**config.mk**
```make
export PLATFORM = sky130hd
export DESIGN_NAME = usb_cdr_array
export DESIGN_NICKNAME = d
export VERILOG_FILES = /design/src/usb_cdr_pkg.sv /design/src/usb_cdr_array.sv /design/src/usb_lock_monitor.sv /design/src/usb_clock_recovery.sv /design/src/usb_line_edge_detect.sv
export VERILOG_INCLUDE_DIRS = /design/src
export SDC_FILE = /design/constraint.sdc
export NUM_CORES = 1
export LEC_CHECK = 0
export BUFFER_PORTS_ARGS = -buffer_cell sky130_fd_sc_hd__buf_2
export CORE_MARGIN = 8
export CORE_UTILIZATION = 60
export CTS_BUF_LIST = sky130_fd_sc_hd__clkbuf_2
export DETAILED_ROUTE_END_ITERATION = 10
export PLACE_DENSITY_LB_ADDON = 0.08
export SLEW_MARGIN = 15
export SYNTH_ARGS = -nofsm -noshare
export SYNTH_HDL_FRONTEND = slang
export SYNTH_SLANG_ARGS = --single-unit
```
**constraint.sdc**
```tcl
create_clock -name ref_clk -period 3.25 [get_ports ref_clk]
set_input_delay 0.1625 -clock ref_clk [delete_from_list [all_inputs] [get_ports ref_clk]]
set_output_delay 0.1625 -clock ref_clk [all_outputs]
set_load 0.005 [all_outputs]
```
**src/usb_cdr_consts.svh**
```systemverilog
// USB clock-recovery constants for lane count, counter width and lock thresholds
`ifndef USB_CDR_CONSTS_SVH
`define USB_CDR_CONSTS_SVH

// Number of receive lanes
`define USB_CDR_LANES 4

// Width of the per-lane period counter in ref_clk cycles
`define USB_CDR_PERIOD_W 8

// Lock window bounds, both exclusive
`define USB_CDR_LOCK_MIN 10
`define USB_CDR_LOCK_MAX 30

// A count above this value means the line went silent
`define USB_CDR_UNLOCK_LIMIT 100

`endif
```
**src/usb_cdr_pkg.sv**
```systemverilog
// USB clock-recovery shared types for lane lines, edge events and lock status
`include "usb_cdr_consts.svh"

package usb_cdr_pkg;

    // Period counter value in ref_clk cycles
    typedef logic [`USB_CDR_PERIOD_W-1:0] period_t;

    // One bit per lane
    typedef logic [`USB_CDR_LANES-1:0] lane_mask_t;

    // Number of locked lanes, wide enough to hold the full lane count
    typedef logic [$clog2(`USB_CDR_LANES+1)-1:0] lane_count_t;

    // Raw D+/D- pair of one lane
    typedef struct packed {
        logic dp;
        logic dm;
    } lane_line_t;

    // Registered activity level and its rising-edge strobe
    typedef struct packed {
        logic level;
        logic edge_strobe;
    } lane_evt_t;

    typedef struct packed {
        logic rec_clk;
        logic locked;
    } lane_status_t;

    typedef enum logic {HUNT, TRACK} cdr_state_e;

endpackage

```
**src/usb_cdr_array.sv**
```systemverilog
// USB four-lane receive clock-recovery front end with shared edge detection
`timescale 1ns/1ps
`include "usb_cdr_consts.svh"

module usb_cdr_array (
    input  logic                       ref_clk,
    input  logic                       rst_n,
    input  usb_cdr_pkg::lane_line_t    line_in [`USB_CDR_LANES],
    input  logic                       loss_clear,
    output usb_cdr_pkg::lane_mask_t    rec_clk,
    output usb_cdr_pkg::lane_mask_t    locked_mask,
    output usb_cdr_pkg::lane_count_t   lock_count,
    output logic                       all_locked,
    output usb_cdr_pkg::lane_mask_t    loss_flags
);

    import usb_cdr_pkg::*;

    lane_evt_t    lane_evt [`USB_CDR_LANES];
    lane_status_t status   [`USB_CDR_LANES];

    usb_line_edge_detect u_edge_detect (
        .ref_clk  (ref_clk),
        .rst_n    (rst_n),
        .line_in  (line_in),
        .lane_evt (lane_evt)
    );

    // One recovery block per lane
    for (genvar g = 0; g < `USB_CDR_LANES; g++) begin : g_lane
        usb_clock_recovery u_recovery (
            .ref_clk  (ref_clk),
            .rst_n    (rst_n),
            .lane_evt (lane_evt[g]),
            .status   (status[g])
        );
    end

    usb_lock_monitor u_monitor (
        .ref_clk     (ref_clk),
        .rst_n       (rst_n),
        .status      (status),
        .loss_clear  (loss_clear),
        .rec_clk     (rec_clk),
        .locked_mask (locked_mask),
        .lock_count  (lock_count),
        .all_locked  (all_locked),
        .loss_flags  (loss_flags)
    );

endmodule

```
**src/usb_lock_monitor.sv**
```systemverilog
// USB lock monitor collecting lane lock mask, lock count and sticky loss flags
`timescale 1ns/1ps
`include "usb_cdr_consts.svh"

module usb_lock_monitor (
    input  logic                       ref_clk,
    input  logic                       rst_n,
    input  usb_cdr_pkg::lane_status_t  status [`USB_CDR_LANES],
    input  logic                       loss_clear,
    output usb_cdr_pkg::lane_mask_t    rec_clk,
    output usb_cdr_pkg::lane_mask_t    locked_mask,
    output usb_cdr_pkg::lane_count_t   lock_count,
    output logic                       all_locked,
    output usb_cdr_pkg::lane_mask_t    loss_flags
);

    import usb_cdr_pkg::*;

    lane_mask_t  cur_locked;
    lane_mask_t  lock_fall;
    lane_count_t cur_count;

    // Gather the per-lane bits into masks
    always_comb begin
        cur_count = '0;
        for (int i = 0; i < `USB_CDR_LANES; i++) begin
            rec_clk[i]    = status[i].rec_clk;
            cur_locked[i] = status[i].locked;
            cur_count     = cur_count + lane_count_t'(status[i].locked);
        end
    end

    // Registered mask doubles as the previous lock state
    assign lock_fall = locked_mask & ~cur_locked;

    always_ff @(posedge ref_clk or negedge rst_n) begin
        if (!rst_n) begin
            locked_mask <= '0;
            lock_count  <= '0;
            all_locked  <= 1'b0;
        end else begin
            locked_mask <= cur_locked;
            lock_count  <= cur_count;
            all_locked  <= &cur_locked;
        end
    end

    // Fall wins over a clear in the same cycle
    always_ff @(posedge ref_clk or negedge rst_n) begin
        if (!rst_n) begin
            loss_flags <= '0;
        end else begin
            loss_flags <= (loss_flags & ~{`USB_CDR_LANES{loss_clear}}) | lock_fall;
        end
    end

    a_count_matches : assert property (
        @(posedge ref_clk) disable iff (!rst_n)
        lock_count == $countones(locked_mask)
    );

endmodule

```
**src/usb_clock_recovery.sv**
```systemverilog
// USB per-lane clock recovery with period measurement, lock tracking and clock rebuild
`timescale 1ns/1ps
`include "usb_cdr_consts.svh"

module usb_clock_recovery (
    input  logic                     ref_clk,
    input  logic                     rst_n,
    input  usb_cdr_pkg::lane_evt_t   lane_evt,
    output usb_cdr_pkg::lane_status_t status
);

    import usb_cdr_pkg::*;

    // Cycles since the last edge strobe, saturating
    period_t    count_q;
    // Edge interval captured when lock was taken
    period_t    div_q;
    period_t    half_div;
    cdr_state_e state_q;
    logic       rec_clk_q;
    logic       in_window;
    logic       silent;

    assign in_window = (count_q > `USB_CDR_LOCK_MIN) && (count_q < `USB_CDR_LOCK_MAX);
    assign silent    = (count_q > `USB_CDR_UNLOCK_LIMIT);
    assign half_div  = div_q >> 1;

    always_ff @(posedge ref_clk or negedge rst_n) begin
        if (!rst_n) begin
            count_q <= '0;
        end else if (lane_evt.edge_strobe) begin
            count_q <= '0;
        end else if (count_q != '1) begin
            count_q <= count_q + 1'b1;
        end
    end

    // Lock FSM
    always_ff @(posedge ref_clk or negedge rst_n) begin
        if (!rst_n) begin
            state_q <= HUNT;
        end else if (silent) begin
            state_q <= HUNT;
        end else if (lane_evt.edge_strobe && in_window) begin
            state_q <= TRACK;
        end
    end

    // Divider holds its last value outside TRACK
    always_ff @(posedge ref_clk or negedge rst_n) begin
        if (!rst_n) begin
            div_q <= '0;
        end else if (lane_evt.edge_strobe && in_window) begin
            div_q <= count_q;
        end
    end

    // Recovered clock
    always_ff @(posedge ref_clk or negedge rst_n) begin
        if (!rst_n) begin
            rec_clk_q <= 1'b0;
        end else if (silent) begin
            rec_clk_q <= 1'b0;
        end else if (lane_evt.edge_strobe) begin
            // Start high on every edge once locked, including the locking edge
            if (in_window || state_q == TRACK) begin
                rec_clk_q <= 1'b1;
            end
        end else if (state_q == TRACK && count_q == half_div) begin
            // Midpoint of the measured period
            rec_clk_q <= ~rec_clk_q;
        end
    end

    assign status.rec_clk = rec_clk_q;
    assign status.locked  = (state_q == TRACK);

    a_hunt_clk_low : assert property (
        @(posedge ref_clk) disable iff (!rst_n)
        (state_q == HUNT) |-> !rec_clk_q
    );

    a_track_div_ok : assert property (
        @(posedge ref_clk) disable iff (!rst_n)
        (state_q == TRACK) |->
            (div_q > `USB_CDR_LOCK_MIN) && (div_q < `USB_CDR_LOCK_MAX)
    );

    // Each strobe follows a rise of the activity level two cycles before
    a_strobe_after_rise : assert property (
        @(posedge ref_clk) disable iff (!rst_n)
        lane_evt.edge_strobe |-> $past(lane_evt.level, 2) && !$past(lane_evt.level, 3)
    );

endmodule

```
**src/usb_line_edge_detect.sv**
```systemverilog
// USB line front end that registers all lane pairs and strobes rising activity edges
`timescale 1ns/1ps
`include "usb_cdr_consts.svh"

module usb_line_edge_detect (
    input  logic                   ref_clk,
    input  logic                   rst_n,
    input  usb_cdr_pkg::lane_line_t line_in [`USB_CDR_LANES],
    output usb_cdr_pkg::lane_evt_t  lane_evt [`USB_CDR_LANES]
);

    import usb_cdr_pkg::*;

    // Differential activity, registered once from the pins
    lane_mask_t act_q;
    // Last two activity samples per lane, newest in bit 0
    logic [1:0] hist_q [`USB_CDR_LANES];
    lane_mask_t strobe_q;

    always_ff @(posedge ref_clk or negedge rst_n) begin
        if (!rst_n) begin
            act_q <= '0;
            for (int i = 0; i < `USB_CDR_LANES; i++) begin
                hist_q[i] <= 2'b00;
            end
        end else begin
            for (int i = 0; i < `USB_CDR_LANES; i++) begin
                act_q[i]  <= line_in[i].dp ^ line_in[i].dm;
                hist_q[i] <= {hist_q[i][0], act_q[i]};
            end
        end
    end

    // A 0 then 1 in the history marks a rising edge
    always_ff @(posedge ref_clk or negedge rst_n) begin
        if (!rst_n) begin
            strobe_q <= '0;
        end else begin
            for (int i = 0; i < `USB_CDR_LANES; i++) begin
                strobe_q[i] <= (hist_q[i] == 2'b01);
            end
        end
    end

    for (genvar g = 0; g < `USB_CDR_LANES; g++) begin : g_evt
        assign lane_evt[g].level       = act_q[g];
        assign lane_evt[g].edge_strobe = strobe_q[g];

        // Strobe is a single-cycle pulse per edge
        a_strobe_single : assert property (
            @(posedge ref_clk) disable iff (!rst_n)
            strobe_q[g] |=> !strobe_q[g]
        );
    end

endmodule

```
# ---- Yosys cells after proc, flatten, opt, wreduce, memory -nomap -nowiden
# Index checks and enable logic that the tools add are counted.
dict set report classes {
  eq_ne 16
  mux 32
  add_sub_neg 7
  bitwise_logic 13
  reduce_logical 33
  n_lt_le_gt_ge 12
}
# operator n
set op_table {}
lappend op_table {{2-to-1 mux 8 bit} 8}
lappend op_table {{adder 8 x 1 -> 8 bit (second input constant)} 4}
lappend op_table {{equality test 8 x 7 -> 1 bit} 4}
lappend op_table {{greater-than comparator 8 x 4 -> 1 bit (second input constant)} 4}
lappend op_table {{greater-than comparator 8 x 7 -> 1 bit (second input constant)} 4}
lappend op_table {{less-than comparator 8 x 5 -> 1 bit (second input constant)} 4}
lappend op_table {{inequality test 8 bit (second input constant)} 4}
lappend op_table {{2-to-1 mux 1 bit} 24}
lappend op_table {{nonzero test 2 bit} 8}
lappend op_table {{logical AND 1 bit} 12}
lappend op_table {{inequality test 3 x 1 -> 1 bit (second input constant)} 4}
lappend op_table {{nonzero test 3 bit} 4}
lappend op_table {{AND 4 bit} 2}
lappend op_table {{equality test 2 x 1 -> 1 bit (second input constant)} 4}
lappend op_table {{inverter 4 bit} 2}
lappend op_table {{AND reduction 2 bit} 4}
lappend op_table {{adder 3 x 1 -> 3 bit} 2}
lappend op_table {{logical OR 1 bit} 4}
lappend op_table {{inverter 1 bit} 4}
lappend op_table {{OR 4 bit} 1}
lappend op_table {{AND reduction 4 bit} 1}
lappend op_table {{XOR 1 bit} 4}
lappend op_table {{adder 1 x 1 -> 2 bit} 1}
dict set report totals {
  regBits 100
  output_inout_bits 16
}

# ---- Depth between registers and ports, before layout
# Gate-level depths: netlist of run 1.
dict set report depth {
  word_depth 6
  ltp_mapped 8
  depth_no_buf 7
}

# ---- Hierarchy
# Synthesis of run 1 repeated with hierarchy kept, for this count alone.
dict set report hier_totals {
  cells_unflattened 404
  hier_area_um2 4605.7
}
# mod n_inst area_each_um2 seq_area_each_um2 cells_each
set by_module_without_submodules {}
lappend by_module_without_submodules {usb_clock_recovery 4 927.1 425.4 87}
lappend by_module_without_submodules {usb_line_edge_detect 1 460.4 400.4 24}
lappend by_module_without_submodules {usb_lock_monitor 1 436.7 300.3 32}

# ---- Least setup slack after synthesis of run 1
# No wires, ideal clock.
dict set report synth_path {
  kind {input -> register}
  from {input line_in[6] (netlist bit)}
  to {register u_edge_detect.act_q[0]}
  setup_time_ns 0.121
  slack_ns 2.835
  required_ns 3.129
  arrival_ns 0.294
  path_buffers 0
  path_stages 1
  path_cell_list {xor2_1}
}
dict set report synth_between {
  elab_chain_cells 1
}
# element line_no
set synth_lines {}
lappend synth_lines {{from (decl)} usb_cdr_array.sv:8} ;# input usb_cdr_pkg::lane_line_t line_in [`USB_CDR_LANES],
lappend synth_lines {{XOR 1 bit} usb_line_edge_detect.sv:28} ;# act_q[i] <= line_in[i].dp ^ line_in[i].dm;
lappend synth_lines {{to (signal, indexed assignment)} usb_line_edge_detect.sv:28}
lappend synth_lines {{to (decl)} usb_line_edge_detect.sv:15} ;# lane_mask_t act_q;
# No other way between the ends.
# A chain may end at the register's enable or synchronous reset.

==> impl_results.md, run 1 <==
- Status: finished clean
- CTS H-Tree Depth: 3
- Clock skew: 0.02831 ns
- Fill cells: 570
- Peak VDD IR: 326.4 uV
- Final WL: 7896 um
- Ordered list of cells on the worst path: inv_1 > ha_1 > and2b_2 > o21ai_4 > a2111oi_4 > mux2_4
- Post-synthesis adder-cell area fraction: 3.223%
- Pwr Density: 654.6 nW/um2
- CTS tree: built
- Post-synth EDFFs: 0
- Final Setup Violations: 0
- Sequential fraction of design power: 57.8%
- Post-Syn Instances: 395
- Mapped Area: 4503 um2
- M1 GR Usage: 22.78%
- Combinational Power Share: 27.6%
- Die Area: 10,530 um2
- Syn nets: 417
- Dpl cells: 501
- DR vias: 2,914
- Core area: 7253 um2
- Routed Antenna Nets: 0
- Hold Vio Cnt, Final: 0
- Multiplexer share of the synthesized area: 4.335%
- Synthesized area per cell: 11.40 um2
- Reg clk slew, reported paths: 0.24 ns
- Die width: 102.6 um
- Worst path max stage delay: 0.67 ns
- Area grow syn2layout: 7.113%
- Largest net degree at the start of global routing: 74
- RSZ-0062 raised after global routing: no
- Yosys reg bits: 96
- Crit-path max FO: 8
- GR Overflow Total: 0
- R2r setup slk: 1.07 ns
- Hold Path Class: in2async
- Count of cell types in the netlist: 47
- Top Ports: 27
- Num CTS Buffers: 9
- Post-DR vias/cell: 5.540
- Post-Synth XOR/XNOR Area: 9.141%
- Largest family of logic cells by synthesized area: simple AND/OR/NAND/NOR gates
- DRT Pass-1 Iters: 4
- Sw frac: 35.39%
- Compound-Gate Fraction of Synth Area: 9.447%
- PortBufs: 26
- First-pass GRT wire length: 13,890 um
- Tcrit/Tclk final: 66.93%
- Worst Tran Pin Value: 0.8790 ns
- HPWL Detailed: 5497 um
- Minimum clock period: 2.175 ns
- Fin. max-slew vios: 0
- Number of global-route vias before repair: 2,926
- RD Place Congestion: 0.8418
- TritonCTS Sinks: 96
- Layout cells sized above 1: 16.86%
- Worst path slowest cell: a2111oi_4
- Die Y: 102.6 um
- Crit path required time: 3.69 ns
- Antenna diodes: 0
- Int Pwr: 2040 uW
- Initial drt markers: 91
- GR peak layer: met2
- Leak: 0.002266 uW
- Layout net count: 445
- Post-cts sizing count: 0
- Initial antenna violation count: 0
- Crit path capture type: register
- GR Util met2: 25.77%
- Critical path startpoint category: register
- FMAX: 459.7 MHz
- Clk_lat worst skew: 0.53 ns
- DR WL/cell: 15.01 um
- Finished Layout Cells: 526
- Root buf cell: clkbuf_2
- Critical Path AT: 2.62 ns
- FFs w/ async S/R, synth: 100.0%
- Clk buf depth: 2
- Clk pwr share: 14.6%
- Max-Cap Viols: 0
- Main synth FF type: dfrtp_1
- Row count: 31
- Switching power: 1118 uW
- Slew HR: 41.40%
- Hold_ws: 0.2685 ns
- Starting Density: 62.08%
- M3 GR Usage: 2.903%
- Simple-gate share of the synthesized area: 15.89%
- Seq/Total Area, Yosys: 53.35%
- Setup CP Type: reg2reg
- Synth warn: 0
- GRT Overall Usage: 16.79%
- # DRC: 0
- Setup TNS: 0 ns
-- timing repair --
item / 4_1_cts / 5_1_grt
buffers inserted: 0 / 0
hold endpoints to repair: 79 / 0
hold buffers: 10 / 0
endpoints found under the setup margin: 0 / 0
-- logic make-up (layout without fill, tap and decap cells) --
kind of cell,count (synthesis),in the layout
compound gates,57,57
xor+xnor,47,47
fa+ha+maj,11,11
buf+inv,42,74
flops,96,96
mux,16,16
simple gates,126,126
-- cell usage in the layout (no fill, tap or decap), types with 3 or more instances in the layout --
| cell | count |
|---|---|
| a2111oi_0 | 3 |
| a211oi_1 | 7 |
| a21oi_1 | 11 |
| a31oi_1 | 7 |
| and2_1 | 4 |
| and2b_1 | 3 |
| and2b_2 | 4 |
| and3_1 | 5 |
| buf_2 | 25 |
| buf_4 | 3 |
| clkbuf_2 | 11 |
| dfrtp_1 | 96 |
| dlygate4sd3_1 | 10 |
| ha_1 | 10 |
| inv_1 | 21 |
| mux2_2 | 12 |
| mux2_4 | 4 |
| nand2_1 | 14 |
| nand2b_1 | 3 |
| nand3_1 | 12 |
| nand4_1 | 9 |
| nor2_1 | 29 |
| nor2b_1 | 13 |
| nor3_1 | 8 |
| nor4_1 | 6 |
| o211a_1 | 4 |
| o21ai_0 | 13 |
| o22ai_1 | 4 |
| xnor2_1 | 25 |
| xor2_1 | 22 |
-- through the flow --
stage | total power [uW] | utilization [%] | area [um2] | setup WS [ns]
2_1_floorplan | 2481 | - | 4503 | 1.289
4_1_cts | 3201 | 66.50 | 4823 | 1.068
3_5_place_dp | 2723 | 64.05 | 4646 | 1.110
5_1_grt | 3404 | 66.50 | 4823 | 0.9750
6_report | 3158 | 66.50 | 4823 | 1.075
3_3_place_gp | 2684 | 64.05 | 4646 | 1.174
-- path summary, 6_finish.rpt --
path,depth (start not counted),to,from
worst max-delay path,6,g_lane[1].u_recovery.div_q[3]$_DFFE_PN0P_,g_lane[1].u_recovery.count_q[0]$_DFFE_PN0P_
worst min-delay path,2,g_lane[0].u_recovery.count_q[7]$_DFFE_PN0P_,rst_n
worst max register to register,6,g_lane[1].u_recovery.div_q[3]$_DFFE_PN0P_,g_lane[1].u_recovery.count_q[0]$_DFFE_PN0P_
worst min register to register,0,u_edge_detect.hist_q[6]$_DFF_PN0_,u_edge_detect.act_q[0]$_DFF_PN0_
max in group asynchronous,3,u_monitor.all_locked$_DFF_PN0_,rst_n
min in group ref_clk,3,u_edge_detect.act_q[1]$_DFF_PN0_,line_in[4]
-- synth_stat cells, types with 10 or more instances --
cell / n / area [um2]
nand2_1: 14 / 52.55
mux2_2: 12 / 135.1
ha_1: 10 / 125.1
inv_1: 21 / 78.83
dfrtp_1: 96 / 2402
nand3_1: 12 / 60.06
nor2_1: 29 / 108.9
xnor2_1: 25 / 219.0
o21ai_0: 13 / 65.06
nor2b_1: 13 / 81.33
xor2_1: 22 / 192.7
a21oi_1: 11 / 55.05
-- critical path, delay by kind of cell (launching register included) --
family          cells  cell delay, ns
mux                 1            0.35
simple gates        1            0.22
compound gates      2            0.73
buf+inv             1            0.07
fa+ha+maj           1            0.19
flops               1            0.52
-- area by class of cell --
cell class	count	area, um2	share of cell area (%)
Clock buffer	11	55.05	1.141
Sequential cell	96	2402	49.81
Clock inverter	4	22.52	0.4669
Timing Repair Buffer	38	247.7	5.136
Multi-Input combinational cell	257	1893	39.25
Tap cell	99	123.9	2.568
Inverter	21	78.83	1.634
-- power groups by stage --
stage	combinational (uW)	clock, uW	sequential (uW)
floorplan	798	0	1680
global placement	845	0	1840
detailed placement	872	0	1850
CTS	891	483	1830
global route	995	528	1880
finish	871	461	1830
-- sequential cells by signal (all words and copies together) (netlist names) --
register,count
u_edge_detect.act_q,4
u_edge_detect.strobe_q,4
u_monitor.locked_mask,4
u_monitor.lock_count,3
g_lane.u_recovery.div_q,28
g_lane.u_recovery.rec_clk_q,4
u_monitor.loss_flags,4
u_monitor.all_locked,1
g_lane.u_recovery.count_q,32
g_lane.u_recovery.state_q,4
u_edge_detect.hist_q,8
-- per-layer routing --
layer  wire length [um]  up-vias
met4                137        0
met2               3707       67
met1               3715     1416
met3                336       11
met5                  0        -
li1                   -     1420
(Power assumes the default switching activity.)
==> inputs of run 2 (changes only) <==
==> constraint.sdc (replaced) <==
create_clock -name ref_clk -period 2.2 [get_ports ref_clk]
set_input_delay 0.11 -clock ref_clk [delete_from_list [all_inputs] [get_ports ref_clk]]
set_output_delay 0.11 -clock ref_clk [all_outputs]
set_load 0.005 [all_outputs]
==> run 2 against run 1 <==
  * Setup slack lost 0.86 ns
  * Final area up 3.5%
  * Register-to-register slack worse by 0.86 ns
  * Critical endpoint is now g_lane[2].u_recovery.div_q[4]$_DFFE_PN0P_
  * Critical path type unchanged
  * Combinational power grew 80%
  * Sequential share of layout area down 1.7 points
  * Total power is 62% higher
  * Clock skew is 0.0067 ns higher
  * Flip-flop and latch count unchanged
  * Cell count up 2.9%
  * Non-clock buffer count up 14
==> impl_results.md, run 2 (synthesized netlist as in run 1, its figures left out) <==
- Status: finished clean
- Die Y: 102.6 um (unchanged)
- Fin. max-slew vios: 0 (unchanged)
- CTS tree: built
- Pwr Total: 5116 uW (+62%)
- Crit path capture type: register
- DRT Pass-1 Iters: 4 (unchanged)
- Critical path buffer and inverter count: 1 (unchanged)
- Worst path max stage delay: 0.53 ns (-0.14 ns)
- Commonest non-fill, non-tap cell in the layout: dfrtp_1
- Die Area: 10,530 um2 (unchanged)
- Max Used Layer: met4
- Reg clk slew, reported paths: 0.26 ns (+0.02 ns)
- Switching power: 1770 uW (+58%)
- R2r setup slk: 0.21 ns (-0.86 ns)
- Root buf cell: clkbuf_2
- Post-cts sizing count: 0 (unchanged)
- Initial drt markers: 73 (-20%)
- Slew HR: 53.66% (+12 points)
- Peak VDD IR: 573.9 uV (+76%)
- GRT Overall Usage: 17.70% (+0.91 points)
- Worst Tran Pin Value: 0.6951 ns (-0.1838 ns)
- Wire length on met2: 3976 um (+7.3%)
- Worst path slowest cell: dfrtp_1
- Setup CP Type: reg2reg
- Int Pwr: 3346 uW (+64%)
- Worst setup slack after layout: 0.2103 ns (-0.8644 ns)
- Row count: 31 (unchanged)
- First-pass GRT wire length: 14,550 um (+4.8%)
- GR Overflow Total: 0 (unchanged)
- RD Place Congestion: 0.8395 (-0.27%)
- Clk pwr share: 19.2% (+4.6 points)
- Reg-to-reg startpoint: g_lane[2].u_recovery.count_q[0]$_DFFE_PN0P_
- Max-Cap Viols: 0 (unchanged)
- Post-DR vias/cell: 5.471 (-1.2%)
- Largest Register: g_lane.u_recovery.count_q
- Most frequent cells in the layout: 96 x dfrtp_1, 29 x nor2_1, 25 x xnor2_1, 25 x buf_2, 22 x xor2_1
- Pwr Density: 1025 nW/um2 (+57%)
- Clk buf depth: 2 (unchanged)
- Met3 wire len: 215 um (-36%)
- Setup TNS: 0 ns (unchanged)
- Clock skew: 0.03501 ns (+0.006696 ns)
- Final Setup Violations: 0 (unchanged)
- CP top delay family: flip-flops
- Clk_lat worst skew: 0.56 ns (+0.03 ns)
- Leak: 0.002359 uW (+4.1%)
- Antenna diodes: 0 (unchanged)
- Routed Antenna Nets: 0 (unchanged)
- R2R cell count: 7 (+1)
- Largest regs: g_lane.u_recovery.count_q (32), g_lane.u_recovery.div_q (28), u_edge_detect.hist_q (8)
- # DRC: 0 (unchanged)
- Dpl cell area: 4751 um2 (+2.3%)
- Critical Path AT: 2.44 ns (-0.18 ns)
- Sw frac: 34.59% (-0.80 points)
- Initial antenna violation count: 0 (unchanged)
- Core area: 7253 um2 (unchanged)
- TritonCTS Sinks: 96 (unchanged)
- Worst slack, placed: 0.2743 ns (-0.8354 ns)
- Hold Vio Cnt, Final: 0 (unchanged)
- DR vias: 2,960 (+1.6%)
- Fill cells: 552 (-3.2%)
- RR Endpoint: g_lane[2].u_recovery.div_q[4]$_DFFE_PN0P_
- Num CTS Buffers: 9 (unchanged)
- WL met1: 4141 um (+11%)
- HPWL Detailed: 5800 um (+5.5%)
- Critical path startpoint category: register
- Sequential fraction of design power: 50.1% (-7.7 points)
- Max FFs per register: 32 (unchanged)
- Number of global-route vias before repair: 3,032 (+3.6%)
- Tcrit/Tclk final: 90.44% (+24 points)
- Minimum clock period: 1.990 ns (-0.1856 ns)
- Final WL: 8476 um (+7.3%)
- RSZ-0062 raised after global routing: no
- Layout cells sized above 1: 19.91% (+3.0 points)
- Combinational Power Share: 30.7% (+3.1 points)
- Layout net count: 459 (+3.1%)
- Crit-path max FO: 7 (-1)
- Crit path required time: 2.65 ns (-1.04 ns)
- Die width: 102.6 um (unchanged)
- Largest net degree at the start of global routing: 57 (-23%)
- PortBufs: 26 (unchanged)
- Hold Path Class: in2async
- DR WL/cell: 15.67 um (+4.4%)
- Starting Density: 62.08% (unchanged)
- FMAX: 502.6 MHz (+9.3%)
- Top Ports: 27 (unchanged)
- Ordered list of cells on the worst path: inv_1 > ha_1 > nor2b_1 > o21ai_0 > a21oi_1 > and2_1 > mux2_2
- CTS H-Tree Depth: 3 (unchanged)
- Area grow syn2layout: 10.84%
- Post-layout instance area: 4991 um2 (+3.5%)
## run 2: cell types whose count changed in the layout (fill, tap and decap cells not counted)
cell	previous run	this run
clkinv_1	1	0
buf_4	3	17
clkinvlp_4	0	1
bufinv_16	0	2
inv_6	0	1
clkbuf_2	11	9
## run 2: metal layers
metal / vias to the layer above / global-route usage [%]
li1: 1440 / -
met1: 1473 / 23.38
met3: 12 / 2.498
met5: - / 0
met4: 0 / 7.336
met2: 35 / 28.62
## run 2: cell type report
cell class	count	area (um2)	area share (%)
Inverter	21	78.83	1.579
Clock inverter	7	95.09	1.905
Clock buffer	9	45.04	0.9025
Multi-Input combinational cell	257	1893	37.93
Sequential cell	96	2402	48.13
Timing Repair Buffer	52	352.8	7.069
Tap cell	99	123.9	2.482
## run 2: worst max-delay path by stage
stage,start,endpoint,cells after the start
3_5_place_dp,g_lane[2].u_recovery.count_q[0]$_DFFE_PN0P_,g_lane[2].u_recovery.div_q[2]$_DFFE_PN0P_,7
6_report,g_lane[2].u_recovery.count_q[0]$_DFFE_PN0P_,g_lane[2].u_recovery.div_q[4]$_DFFE_PN0P_,7
2_1_floorplan,g_lane[1].u_recovery.count_q[0]$_DFFE_PN0P_,g_lane[1].u_recovery.div_q[1]$_DFFE_PN0P_,6
4_1_cts,g_lane[2].u_recovery.count_q[0]$_DFFE_PN0P_,g_lane[2].u_recovery.div_q[4]$_DFFE_PN0P_,7
5_1_grt,g_lane[2].u_recovery.count_q[0]$_DFFE_PN0P_,g_lane[2].u_recovery.div_q[4]$_DFFE_PN0P_,7
3_3_place_gp,g_lane[2].u_recovery.count_q[0]$_DFFE_PN0P_,g_lane[2].u_recovery.div_q[4]$_DFFE_PN0P_,7
## run 2: power groups by stage
stage / clock network [uW] / registers, uW / logic (uW)
after floorplan: 0 / 2490 / 1180
after CTS: 996 / 2570 / 1590
after global routing: 1060 / 2640 / 1760
after global placement: 0 / 2580 / 1510
final: 983 / 2560 / 1570
after detailed placement: 0 / 2600 / 1550
## run 2: timing repair
action                    CTS  global route
setup buffers               0             0
hold buffers               10             0
hold endpoints to repair   61             0
## run 2: stage by stage
step	cells	hold WS (ns)	util (%)
finish	541	0.1127	68.81
detailed placement	515	0.2031	65.50
global placement	515	0.1958	65.50
global route	541	0.1338	68.81
CTS	541	0.1018	68.81
floorplan	395	-0.1856	-
